File: src/hps_defines.svh
// Shared widths, host command codes and sample buffer depth for the menu audio design
`ifndef HPS_DEFINES_SVH
`define HPS_DEFINES_SVH

// ========================================
// Host bus
// ========================================

// One host data word
`define HPS_DATA_W 16

// Command codes, sent as the first word of a transfer
`define HPS_CMD_LED 8'h25
`define HPS_CMD_VOL 8'h26

// ========================================
// Audio path
// ========================================

// Bits per audio sample
`define SAMPLE_W 16

// Stereo pairs held between mixer and volume stage
`define SAMPLE_FIFO_DEPTH 4

`endif

File: src/audio_pkg.sv
// Sample, stereo pair and mix mode types for the audio path
`include "hps_defines.svh"

package audio_pkg;

	typedef logic [`SAMPLE_W-1:0] sample_t;

	// Crossfeed mode of the mixer
	typedef logic [1:0] mix_mode_t;

	localparam mix_mode_t MIX_DIRECT = 2'd0;
	localparam mix_mode_t MIX_LIGHT  = 2'd1;  // 1/8 of the other channel
	localparam mix_mode_t MIX_MEDIUM = 2'd2;  // 1/4 of the other channel
	localparam mix_mode_t MIX_MONO   = 2'd3;

	// Signedness rides along with each pair
	typedef struct packed {
		sample_t left;
		sample_t right;
		logic    is_signed;
	} stereo_t;

endpackage

File: src/host_io_pkg.sv
// Host bus word, command code and LED and volume control types
`include "hps_defines.svh"

package host_io_pkg;

	// Raw word from the host strobe bus
	typedef logic [`HPS_DATA_W-1:0] hps_word_t;

	// Low byte of the first word of a transfer
	typedef logic [7:0] hps_cmd_t;

	// Overtake in the upper byte, matches the word layout of command 0x25
	typedef struct packed {
		logic [7:0] overtake;
		logic [7:0] state;
	} led_ctrl_t;

	// Attenuation from command 0x26
	typedef struct packed {
		logic       mute;
		logic [3:0] shift;
	} vol_att_t;

endpackage

File: src/audio_mixer.sv
// Stereo mixer stage crossfeeding left and right by mode for signed or unsigned samples
`timescale 1ns/1ps

module audio_mixer
	import audio_pkg::*;
(
	input  logic      clk_sys,
	input  logic      resetd,
	input  logic      in_valid,
	output logic      in_ready,
	input  sample_t   in_left,
	input  sample_t   in_right,
	input  logic      in_signed,
	input  mix_mode_t audio_mix,
	output logic      out_valid,
	input  logic      out_ready,
	output stereo_t   out_data
);

	logic    run;
	logic    in_fire;
	sample_t mix_left;
	sample_t mix_right;

	// Arithmetic or logical divide by a power of two
	function automatic sample_t shr(input sample_t x, input int unsigned n, input logic sgn);
		logic signed [$bits(sample_t)-1:0] sx;
		sx = x;
		if (sgn) begin
			return sx >>> n;
		end
		return x >> n;
	endfunction

	// One output channel, wraps at sample width
	function automatic sample_t mix_chan(input sample_t own, input sample_t other,
			input mix_mode_t mode, input logic sgn);
		sample_t mixed;
		case (mode)
			MIX_DIRECT: mixed = own;
			MIX_LIGHT:  mixed = own - shr(own, 3, sgn) + shr(other, 3, sgn);
			MIX_MEDIUM: mixed = own - shr(own, 2, sgn) + shr(other, 2, sgn);
			MIX_MONO:   mixed = shr(own, 1, sgn) + shr(other, 1, sgn);
		endcase
		return mixed;
	endfunction

	assign mix_left  = mix_chan(in_left, in_right, audio_mix, in_signed);
	assign mix_right = mix_chan(in_right, in_left, audio_mix, in_signed);

	// Held low through reset, then open
	always_ff @(posedge clk_sys) begin
		if (resetd) begin
			run <= 1'b0;
		end else begin
			run <= 1'b1;
		end
	end

	assign in_ready = run & (~out_valid | out_ready);
	assign in_fire  = in_valid & in_ready;

	// ========================================
	// Output register
	// ========================================

	always_ff @(posedge clk_sys) begin
		if (resetd) begin
			out_valid <= 1'b0;
		end else if (in_fire) begin
			out_valid <= 1'b1;
		end else if (out_ready) begin
			out_valid <= 1'b0;
		end
	end

	always_ff @(posedge clk_sys) begin
		if (in_fire) begin
			out_data.left      <= mix_left;
			out_data.right     <= mix_right;
			out_data.is_signed <= in_signed;
		end
	end

	assert property (@(posedge clk_sys) disable iff (resetd)
		out_valid && !out_ready |=> out_valid && $stable(out_data))
		else $error("mixer output changed while stalled");

endmodule

File: src/host_cmd_decoder.sv
// Host I/O command decoder holding the LED and volume registers and composing board LEDs
`timescale 1ns/1ps
`include "hps_defines.svh"

module host_cmd_decoder
	import host_io_pkg::*;
(
	input  logic       clk_sys,
	input  logic       resetd,
	input  logic       io_uio,
	input  logic       io_clk,
	input  hps_word_t  io_din,
	output logic       io_ack,
	input  logic [1:0] led_power,
	input  logic [1:0] led_disk,
	input  logic       led_user,
	output logic [7:0] led,
	output vol_att_t   vol_att
);

	logic       strobe_q;
	hps_word_t  din_q;
	logic       has_cmd;
	hps_cmd_t   cmd;
	led_ctrl_t  led_ctrl;
	logic       led_p;
	logic       led_d;
	logic [7:0] led_core;

	// ========================================
	// Strobe edge and acknowledge
	// ========================================

	// io_ack doubles as the previous io_clk sample
	always_ff @(posedge clk_sys) begin
		if (resetd) begin
			io_ack   <= 1'b0;
			strobe_q <= 1'b0;
		end else begin
			io_ack   <= io_clk;
			strobe_q <= io_clk & ~io_ack;
		end
	end

	// Word taken together with its edge
	always_ff @(posedge clk_sys) begin
		din_q <= io_din;
	end

	// ========================================
	// Command and data sequencing
	// ========================================

	always_ff @(posedge clk_sys) begin
		if (resetd) begin
			has_cmd  <= 1'b0;
			led_ctrl <= '0;
			vol_att  <= '0;
		end else if (!io_uio) begin
			has_cmd <= 1'b0;
		end else if (strobe_q) begin
			if (!has_cmd) begin
				has_cmd <= 1'b1;
			end else if (cmd == `HPS_CMD_LED) begin
				led_ctrl <= led_ctrl_t'(din_q);
			end else if (cmd == `HPS_CMD_VOL) begin
				vol_att <= vol_att_t'(din_q[4:0]);
			end
		end
	end

	// First word of a transfer
	always_ff @(posedge clk_sys) begin
		if (io_uio && strobe_q && !has_cmd) begin
			cmd <= din_q[7:0];
		end
	end

	// ========================================
	// LED composition
	// ========================================

	assign led_p = led_power[1] ? ~led_power[0] : 1'b0;
	assign led_d = led_disk[1] ? ~led_disk[0] : led_disk[0];

	// Power on bit 4, disk on bit 2, user on bit 0
	assign led_core = {3'b000, led_p, 1'b0, led_d, 1'b0, led_user};

	always_ff @(posedge clk_sys) begin
		led <= (led_ctrl.overtake & led_ctrl.state) | (~led_ctrl.overtake & led_core);
	end

	// Registers only move on a data word inside a transfer
	assert property (@(posedge clk_sys) disable iff (resetd)
		!(io_uio && strobe_q && has_cmd) |=> $stable(led_ctrl) && $stable(vol_att))
		else $error("LED or volume register written outside a data word");

endmodule

File: src/menu_audio_top.sv
// Top level joining the host command decoder with the mixer, sample FIFO and volume stage
`timescale 1ns/1ps
`include "hps_defines.svh"

module menu_audio_top
	import host_io_pkg::*;
	import audio_pkg::*;
(
	input  logic       clk_sys,
	input  logic       resetd,
	// Host bus
	input  logic       io_uio,
	input  logic       io_clk,
	input  hps_word_t  io_din,
	output logic       io_ack,
	// Core LED requests and board LEDs
	input  logic [1:0] led_power,
	input  logic [1:0] led_disk,
	input  logic       led_user,
	output logic [7:0] led,
	// Input sample stream
	input  logic       in_valid,
	output logic       in_ready,
	input  sample_t    in_left,
	input  sample_t    in_right,
	input  logic       in_signed,
	input  mix_mode_t  audio_mix,
	// Output sample stream
	output logic       out_valid,
	input  logic       out_ready,
	output sample_t    out_left,
	output sample_t    out_right
);

	vol_att_t vol_att;
	logic     mix_valid;
	logic     mix_ready;
	stereo_t  mix_data;
	logic     buf_valid;
	logic     buf_ready;
	stereo_t  buf_data;

	host_cmd_decoder u_host_cmd_decoder (
		.clk_sys   (clk_sys),
		.resetd    (resetd),
		.io_uio    (io_uio),
		.io_clk    (io_clk),
		.io_din    (io_din),
		.io_ack    (io_ack),
		.led_power (led_power),
		.led_disk  (led_disk),
		.led_user  (led_user),
		.led       (led),
		.vol_att   (vol_att)
	);

	// ========================================
	// Audio path
	// ========================================

	audio_mixer u_audio_mixer (
		.clk_sys   (clk_sys),
		.resetd    (resetd),
		.in_valid  (in_valid),
		.in_ready  (in_ready),
		.in_left   (in_left),
		.in_right  (in_right),
		.in_signed (in_signed),
		.audio_mix (audio_mix),
		.out_valid (mix_valid),
		.out_ready (mix_ready),
		.out_data  (mix_data)
	);

	sample_fifo #(
		.DEPTH (`SAMPLE_FIFO_DEPTH)
	) u_sample_fifo (
		.clk_sys  (clk_sys),
		.resetd   (resetd),
		.wr_valid (mix_valid),
		.wr_ready (mix_ready),
		.wr_data  (mix_data),
		.rd_valid (buf_valid),
		.rd_ready (buf_ready),
		.rd_data  (buf_data)
	);

	volume_stage u_volume_stage (
		.clk_sys   (clk_sys),
		.resetd    (resetd),
		.in_valid  (buf_valid),
		.in_ready  (buf_ready),
		.in_data   (buf_data),
		.vol_att   (vol_att),
		.out_valid (out_valid),
		.out_ready (out_ready),
		.out_left  (out_left),
		.out_right (out_right)
	);

endmodule

File: src/sample_fifo.sv
// Circular valid/ready buffer of stereo pairs between mixer and volume stage
`timescale 1ns/1ps
`include "hps_defines.svh"

module sample_fifo
	import audio_pkg::*;
#(
	parameter int DEPTH = `SAMPLE_FIFO_DEPTH
)
(
	input  logic    clk_sys,
	input  logic    resetd,
	input  logic    wr_valid,
	output logic    wr_ready,
	input  stereo_t wr_data,
	output logic    rd_valid,
	input  logic    rd_ready,
	output stereo_t rd_data
);

	localparam int PTR_W = (DEPTH > 1) ? $clog2(DEPTH) : 1;
	localparam int CNT_W = $clog2(DEPTH + 1);
	localparam logic [PTR_W-1:0] LAST_PTR = PTR_W'(DEPTH - 1);
	localparam logic [CNT_W-1:0] FULL_CNT = CNT_W'(DEPTH);

	stereo_t          mem [DEPTH];
	logic [PTR_W-1:0] wr_ptr;
	logic [PTR_W-1:0] rd_ptr;
	logic [CNT_W-1:0] count;
	logic             full;
	logic             wr_fire;
	logic             rd_fire;

	assign full     = (count == FULL_CNT);
	assign wr_ready = ~full;
	assign rd_valid = (count != '0);
	assign rd_data  = mem[rd_ptr];
	assign wr_fire  = wr_valid & wr_ready;
	assign rd_fire  = rd_valid & rd_ready;

	always_ff @(posedge clk_sys) begin
		if (wr_fire) begin
			mem[wr_ptr] <= wr_data;
		end
	end

	// ========================================
	// Pointers and occupancy
	// ========================================

	always_ff @(posedge clk_sys) begin
		if (resetd) begin
			wr_ptr <= '0;
			rd_ptr <= '0;
			count  <= '0;
		end else begin
			if (wr_fire) begin
				wr_ptr <= (wr_ptr == LAST_PTR) ? '0 : wr_ptr + 1'b1;
			end
			if (rd_fire) begin
				rd_ptr <= (rd_ptr == LAST_PTR) ? '0 : rd_ptr + 1'b1;
			end
			case ({wr_fire, rd_fire})
				2'b10:   count <= count + 1'b1;
				2'b01:   count <= count - 1'b1;
				default: count <= count;
			endcase
		end
	end

	// Full with no read means nothing gets written
	assert property (@(posedge clk_sys) disable iff (resetd)
		full && !rd_fire |=> full && $stable(wr_ptr))
		else $error("write accepted into a full sample FIFO");

endmodule

File: src/volume_stage.sv
// Volume stage applying mute or shift attenuation and driving the output stream
`timescale 1ns/1ps

module volume_stage
	import audio_pkg::*;
	import host_io_pkg::*;
(
	input  logic     clk_sys,
	input  logic     resetd,
	input  logic     in_valid,
	output logic     in_ready,
	input  stereo_t  in_data,
	input  vol_att_t vol_att,
	output logic     out_valid,
	input  logic     out_ready,
	output sample_t  out_left,
	output sample_t  out_right
);

	logic in_fire;

	// Mute wins over the shift
	function automatic sample_t attenuate(input sample_t x, input vol_att_t att,
			input logic sgn);
		logic signed [$bits(sample_t)-1:0] sx;
		sx = x;
		if (att.mute) begin
			return '0;
		end
		if (sgn) begin
			return sx >>> att.shift;
		end
		return x >> att.shift;
	endfunction

	assign in_ready = ~out_valid | out_ready;
	assign in_fire  = in_valid & in_ready;

	always_ff @(posedge clk_sys) begin
		if (resetd) begin
			out_valid <= 1'b0;
		end else if (in_fire) begin
			out_valid <= 1'b1;
		end else if (out_ready) begin
			out_valid <= 1'b0;
		end
	end

	// Attenuation taken at entry, result held until accepted
	always_ff @(posedge clk_sys) begin
		if (in_fire) begin
			out_left  <= attenuate(in_data.left, vol_att, in_data.is_signed);
			out_right <= attenuate(in_data.right, vol_att, in_data.is_signed);
		end
	end

endmodule
File: config.mk
export PLATFORM = sky130hd
export DESIGN_NAME = menu_audio_top
export DESIGN_NICKNAME = d
export VERILOG_FILES = /design/src/audio_pkg.sv /design/src/host_io_pkg.sv /design/src/audio_mixer.sv /design/src/host_cmd_decoder.sv /design/src/menu_audio_top.sv /design/src/sample_fifo.sv /design/src/volume_stage.sv
export VERILOG_INCLUDE_DIRS = /design/src
export SDC_FILE = /design/constraint.sdc
export NUM_CORES = 1
export LEC_CHECK = 0
export ABC_AREA = 1
export BUFFER_PORTS_ARGS = -buffer_cell sky130_fd_sc_hd__buf_2
export CAP_MARGIN = 20
export CORE_UTILIZATION = 28
export CTS_BUF_LIST = sky130_fd_sc_hd__clkbuf_16
export DETAILED_ROUTE_END_ITERATION = 16
export PLACE_DENSITY = 0.4
export SETUP_SLACK_MARGIN = 0.02
export SYNTH_ARGS = -nofsm -noshare
export SYNTH_HDL_FRONTEND = slang
export SYNTH_HIERARCHICAL = 1
export SYNTH_SLANG_ARGS = --single-unit
File: constraint.sdc
create_clock -name clk_sys -period 4.58 [get_ports clk_sys]
set_input_delay 0.458 -clock clk_sys [delete_from_list [all_inputs] [get_ports clk_sys]]
set_output_delay 0.458 -clock clk_sys [all_outputs]
set_load 0.005 [all_outputs]
==> impl_metrics.csv, run 1 <==
group,metric,value,unit
hold_path,hold_path_class,"in -> reg",
timing,maxSlewViolCount,0,
route,drt_iter0_drc,720,
floorplan,core_area,63500,um2
power,leakagePower,9.89,nW
timing,hold_ws,0.0865,ns
timing,fin_skew,0.0281,ns
setup_path,start_kind,"flip-flop",
cells_and_area,diodes,0,
route,routedWlPerCell,17.5,um
grt,antenna_found_initial,0,
timing,fmax,358,MHz
timing,fin_crit,2.80,ns
clocking,clk_latency,0.56,ns
yosys,synth_top_area_share,0.339,
route,routed-via-count,15143,
route,ant_nets,0,
clocking,clk_pin_slew,0.06,ns
grt,grt_max_degree,40,
job,cap_viol_max_count,0,
power,power,9.71,mW
grt,gr-usage-all-layers,0.173,
yosys,synthCells,2292,
timing,rsz0062_at_grt,"false",
setup_path,cp_max_fo,19,
clocking,h-tree-depth,2,
cells_and_area,stdcell_count,3278,
clocking,cts_hold_buf,16,
yosys,ys_seq_area_frac,0.405,
clocking,root_buffer,"clkbuf_16",
setup_path,required,4.97,ns
yosys,yosys-top-cells-area,"edfxtp_1, nand2_1, inv_1, ha_1, dfxtp_1",
power,internal-power,5.85,mW
setup_path,cp-end-kind,"flip-flop",
clocking,cts_setup_buffers,0,
setup_path,crit_arrival,3.19,ns
yosys,synth_cell_types,54,
cells_and_area,drive_gt1_frac,0.104,
placed_design,dp_cells,3201,
clocking,cts_buffer_depth,3,
timing,fin_tns_setup,0,ns
floorplan,die-area,65800,um2
setup_path,crit_type,"reg -> reg",
timing,worstMarginPinSlew,1.01,ns
yosys,synth_top_cell_by_area,"edfxtp_1",
placed_design,place_congestion,0.938,
clocking,cts_tree,"built",
clocking,cts_resized,0,
floorplan,initial_utilization,0.286,
route,drt_pass1_iterations,5,
grt,grt-ovfl-total,0,
timing,finalCritPeriodShare,0.611,
timing,setup_violations,0,
floorplan,die_h,257,um
power,ir_worst_vdd,0.214,mV
power,seq_power_share,0.323,
clocking,cts_num_sinks,265,
yosys,netlist_area,18100,um2
yosys,synth-seq-cells,265,
power,swShare,0.398,
yosys,synth_fp_nets,2512,
timing,finalHoldViolCount,0,
cells_and_area,fillCellCount,6794,
cells_and_area,syn_to_final_growth,14.7,%
grt,grt_pass1_wl,88500,um
power,p_comb_frac,0.399,
grt,grt_pass1_vias,15198,
placed_design,numPortBuffers,104,
route,drc,0,
power,p_per_area,466,nW/um2
floorplan,die_x,257,um
route,avgViaCountPerCell,4.62,
power,p_switching,3.86,mW
timing,relSlewSlack,0.328,
floorplan,ioPinCount,105,
placed_design,dp_hpwl,44500,um
route,routed_wl,57200,um
clocking,numCtsBuffers,34,
yosys,syn_avg_cell_area,7.92,um2
power,power_frac_clock,0.278,
run_status,outcome,"complete, no violations",
floorplan,rows,92,
yosys,ys_warn_count,6,
cells_and_area,num-nets-final,2628,
-- synth_stat cells, drive strengths merged --
cell / number
a211oi: 2
a21boi: 8
a21o: 1
a21oi: 80
a31oi: 3
and2: 8
buf: 48
clkbuf: 11
dfxtp: 60
edfxtp: 205
fa: 60
ha: 98
inv: 411
nand2: 644
nand3: 180
nand3b: 15
nand4: 42
nor2: 217
nor3: 16
nor3b: 1
o2111ai: 8
o211ai: 6
o21a: 1
o21ai: 117
o21bai: 3
o22ai: 34
or2: 10
xnor2: 2
xor2: 1
-- flip-flops by register name (all words and copies together), names as in the netlist, 2 cells and up, named ones only --
register and flops:
u_volume_stage/out_left 16, u_sample_fifo/mem 132, u_host_cmd_decoder/din_q 16, u_host_cmd_decoder/cmd 8, u_host_cmd_decoder/led_ctrl 16, u_audio_mixer/out_data 33, u_sample_fifo/rd_ptr 2, u_sample_fifo/wr_ptr 2
u_host_cmd_decoder/vol_att 5, u_sample_fifo/count 3, u_host_cmd_decoder/led 8, u_volume_stage/out_right 16
-- path summary, 6_finish.rpt --
check / start / to / slack (ns) / depth (start not counted)
worst max-delay path: flip-flop / u_volume_stage/out_left[6] / 1.78 / 9
worst max register to register: flip-flop / u_volume_stage/out_left[6] / 1.78 / 9
worst min register to register: u_host_cmd_decoder/led_ctrl[5] / u_host_cmd_decoder/led[5] / 0.43 / 2
worst min-delay path: led_power[0] / u_host_cmd_decoder/led[4] / 0.09 / 2
-- power groups by stage --
stage                     clock network, mW  logic [mW]  registers (mW)
after floorplan                           0        2.61            3.18
after global placement                    0        3.87            3.19
after detailed placement                  0        3.87            3.19
after CTS                              2.80        3.89            3.15
after global routing                   2.87        4.39            3.17
final                                  2.70        3.87            3.13
-- metal layers --
metal	GRT usage	vias to the layer above	share of wire	wire [um]
li1	-	7611	-	-
met1	0.215	7186	0.45	25500
met2	0.311	257	0.49	28300
met3	0.0153	89	0.028	1600
met4	0.0627	0	0.031	1790
met5	0	-	0	0
-- logic make-up (layout without fill, tap and decap cells) --
| logic type | Yosys count | count (layout) | synth area share |
|---|---|---|---|
| xor gates and xnor gates | 3 | 3 | 0.00145 |
| DFF | 265 | 265 | 0.405 |
| AOI/OAI and AO/OA | 263 | 263 | 0.0820 |
| and+or+nand+nor | 1133 | 1133 | 0.269 |
| buffers and inverters | 470 | 610 | 0.109 |
| adders and majority gates | 158 | 158 | 0.134 |
-- final cells by class --
class                      count  area [um2]  share of cell area
multi-input combinational   1557        8870               0.426
clock buffer                  36         901              0.0433
timing repair buffer         139         836              0.0401
tap                          846        1060              0.0508
sequential                   265        7360               0.353
clock inverter                24         246              0.0118
inverter                     411        1550              0.0743
-- through the flow --
step                area, um2  utilization  setup slack, ns
floorplan               18100            -             1.08
global placement        19500        0.307             1.35
detailed placement      19500        0.307             1.31
CTS                     20800        0.327             1.65
global route            20800        0.328             1.49
finish                  20800        0.328             1.78
-- critical path, stage by stage, from the launching register on --
cell     delay (ns)
dfxtp_1        0.49
inv_2          0.38
o21ai_0        0.15
o22ai_1        0.73
nand2_1        0.18
o21ai_1        0.18
nand3_1        0.09
nand2_1        0.15
nand2_1        0.07
a31oi_1        0.18
-- cell usage in the layout (no fill, tap or decap), drive strengths merged, types with 11 or more instances in the layout --
| master | netlist | final |
|---|---|---|
| nand3b | 15 | 15 |
| edfxtp | 205 | 205 |
| dfxtp | 60 | 60 |
| buf | 48 | 123 |
| nor3 | 16 | 16 |
| clkinv | 0 | 11 |
| nand4 | 42 | 42 |
| clkbuf | 11 | 36 |
| nand3 | 180 | 180 |
| o21ai | 117 | 117 |
| ha | 98 | 98 |
| nor2 | 217 | 217 |
| inv | 411 | 420 |
| a21oi | 80 | 80 |
| fa | 60 | 60 |
| dlygate4sd3 | 0 | 16 |
| nand2 | 644 | 644 |
| o22ai | 34 | 34 |
(Power assumes the default switching activity.)
==> inputs of run 2 (changes only) <==
--- a/config.mk
+++ b/config.mk
@@ -6,7 +6,7 @@
 export SDC_FILE = /design/constraint.sdc
 export NUM_CORES = 1
 export LEC_CHECK = 0
-export ABC_AREA = 1
+export ABC_AREA = 0
 export BUFFER_PORTS_ARGS = -buffer_cell sky130_fd_sc_hd__buf_2
 export CAP_MARGIN = 20
 export CORE_UTILIZATION = 28
==> constraint.sdc (replaced) <==
create_clock -name clk_sys -period 2.6 [get_ports clk_sys]
set_input_delay 0.26 -clock clk_sys [delete_from_list [all_inputs] [get_ports clk_sys]]
set_output_delay 0.26 -clock clk_sys [all_outputs]
set_load 0.005 [all_outputs]
==> run 2 against run 1 <==
The flow now finishes with violations (setup timing). Clock power rose by 59%. Flip-flop and latch count stayed put. Final cell count is 21% lower. Clock-buffer cell count shrank 5. Total power grew 72%. Utilization is 5.8 points higher. Non-clock buffer count grew 303. Combinational power increased by 80%. Critical path type is now in -> reg. Largest cell class unchanged. Highest routed layer unchanged.
==> impl_metrics.csv, run 2 <==
group,metric,value,unit
route,ant_nets,0,
floorplan,core_area,58900,um2
timing,worstMarginPinSlew,0.744,ns
run_status,outcome,"complete, but fails checks",
run_status,violations,"setup timing",
setup_path,cp_cell_sequence,"buf_8 -> clkinvlp_4 -> buf_12 -> fa_1 -> inv_2 -> ha_4 -> o21a_1 -> o21a_1 -> nor2b_4 -> a311oi_2 -> buf_4 -> buf_6 -> xnor2_4 -> mux4_2",
clocking,cts_buffer_depth,3,
placed_design,dp_hpwl,34700,um
cells_and_area,syn_to_final_growth,36.4,%
setup_path,worst_path_largest_cell_delay,0.51,ns
route,avgViaCountPerCell,4.56,
cells_and_area,mostFrequentLayoutCells,"buf_4, edfxtp_1, inv_1, buf_2, nor2_1",
yosys,synth-seq-cells,265,
setup_path,cp_max_fo,3,
hold_path,hold_path_class,"in -> reg",
yosys,ys_async_sr_fraction,0,
cells_and_area,num-nets-final,2025,
timing,fmax,373,MHz
yosys,yosysMostFrequentCell,"edfxtp_1",
clocking,root_buffer,"clkbuf_16",
grt,grt-ovfl-total,0,
yosys,synth_fp_nets,1596,
cells_and_area,largest_reg_flops,132,
yosys,netlist_area,16700,um2
setup_path,crit_family,"adder cells",
yosys,synth_cell_types,82,
timing,setup_violations,7,
placed_design,numPortBuffers,104,
route,drc,0,
setup_path,crit_type,"in -> reg",
grt,grt_pass1_vias,12536,
timing,finalCritPeriodShare,1.03,
yosys,synth_ff_type,"edfxtp_1",
route,routed_wl,44700,um
clocking,clk_pin_slew,0.06,ns
placed_design,place_congestion,0.814,
setup_path,cp-end-kind,"flip-flop",
power,p_per_area,736,nW/um2
route,drt_pass1_iterations,5,
job,cap_viol_max_count,0,
grt,grt_max_degree,41,
yosys,synthCells,1376,
floorplan,die-area,60500,um2
route,routed-via-count,11866,
yosys,synth_top_cell_by_area,"edfxtp_1",
cells_and_area,final_common_cell,"buf_4",
timing,fin_crit,2.68,ns
cells_and_area,top_regs,"u_sample_fifo/mem x132, u_audio_mixer/out_data x33",
floorplan,die_x,246,um
setup_path,crit_arrival,2.98,ns
route,drt_iter0_drc,408,
setup_path,crit_slowest_cell,"fa_1",
grt,antenna_found_initial,0,
yosys,synthTopCellsByCount,"edfxtp_1, inv_1, ha_1",
power,leakagePower,9.21,nW
grt,grt_pass1_wl,70500,um
timing,maxSlewViolCount,0,
cells_and_area,fillCellCount,5789,
clocking,cts_tree,"built",
cells_and_area,diodes,0,
yosys,synth_edf_count,205,
cells_and_area,regArea,7360,um2
yosys,yosys-top-cells-area,"edfxtp_1, mux4_2, ha_1, dfxtp_1, fa_1",
yosys,ys_warn_count,6,
floorplan,die_h,246,um
setup_path,crit_buf_inv,6,
clocking,clk_latency,0.59,ns
placed_design,dp_worst_setup_slack,-0.908,ns
setup_path,start_kind,"primary input",
power,ir_worst_vdd,0.551,mV
setup_path,required,2.90,ns
timing,relSlewSlack,0.504,
clocking,h-tree-depth,1,
cells_and_area,largest-register,"u_sample_fifo/mem",
timing,fin_skew,0.0215,ns
grt,gr-usage-all-layers,0.149,
setup_path,critPathMostFrequentCell,"o21a_1",
floorplan,initial_utilization,0.283,
timing,finalHoldViolCount,0,
route,routedWlPerCell,17.2,um
timing,postLayoutSetupSlackWorst,-0.0798,ns
yosys,synth_top_area_share,0.370,
timing,hold_ws,0.0339,ns
clocking,numCtsBuffers,31,
yosys,syn_avg_cell_area,12.1,um2
yosys,ys_seq_area_frac,0.442,
clocking,cts_num_sinks,265,
cells_and_area,multiInputGateArea,9250,um2
timing,rsz0062_at_grt,"true",
floorplan,rows,89,
floorplan,ioPinCount,105,
cells_and_area,drive_gt1_frac,0.390,
run 2: logic make-up (layout without fill, tap and decap cells):
group | after synthesis | in the layout | synth area share
adders and majority gates | 158 | 158 | 0.146
xor gates and xnor gates | 66 | 66 | 0.0347
DFF | 265 | 265 | 0.442
muxes | 134 | 134 | 0.134
and+or+nand+nor | 275 | 275 | 0.0847
AOI/OAI and AO/OA | 249 | 249 | 0.102
buffers and inverters | 229 | 683 | 0.0568
run 2: final cells by class:
class	count	share of cell area
clock buffers	31	0.0341
clock inverters	27	0.0106
inverters	183	0.0320
multi-input cells	882	0.407
flip-flops and latches	265	0.324
well taps	773	0.0426
repair buffers	442	0.150
run 2: layer usage:
layer  global-route usage  part of all wire
met2                0.264              0.49
met5                    0                 0
met4               0.0332             0.016
met1                0.197              0.46
met3               0.0121             0.029
run 2: timing repair:
| action | in CTS | in global routing |
|---|---|---|
| gates resized for setup | 98 | 73 |
| setup buffers | 26 | 17 |
| setup endpoints to repair | 17 | 28 |
| endpoints found under the hold margin | 23 | 0 |
| hold buffers | 25 | 0 |
| pin swaps | 67 | 64 |
run 2: path summary, 6_finish.rpt:
check,from,to,slack [ns],cells after the start
worst max register to register,flip-flop,u_volume_stage/out_left[0],0.08,7
worst max-delay path,in_left[6],u_audio_mixer/out_data[26],-0.08,14
worst min-delay path,in_signed,u_audio_mixer/out_data[0],0.03,2
worst min register to register,u_host_cmd_decoder/io_ack,u_host_cmd_decoder/strobe_q,0.41,1
run 2: stage by stage:
step	power (mW)	utilization	cells	setup TNS (ns)	cell area, um2
after floorplan	9.26	-	1376	-3.07	16900
after global placement	11.9	0.345	2483	-15.44	20300
after detailed placement	11.9	0.345	2483	-16.22	20300
after CTS	16.7	0.379	2589	-0.324	22300
after global routing	17.8	0.386	2603	-1.29	22700
final	16.7	0.386	2603	-0.230	22700
run 2: power by group:
group	switching, mW	leakage (nW)	internal [mW]
Combinational	3.38	6.32	3.61
Sequential	0.194	2.37	5.25
Clock	1.74	0.513	2.56
Total	5.31	9.21	11.4
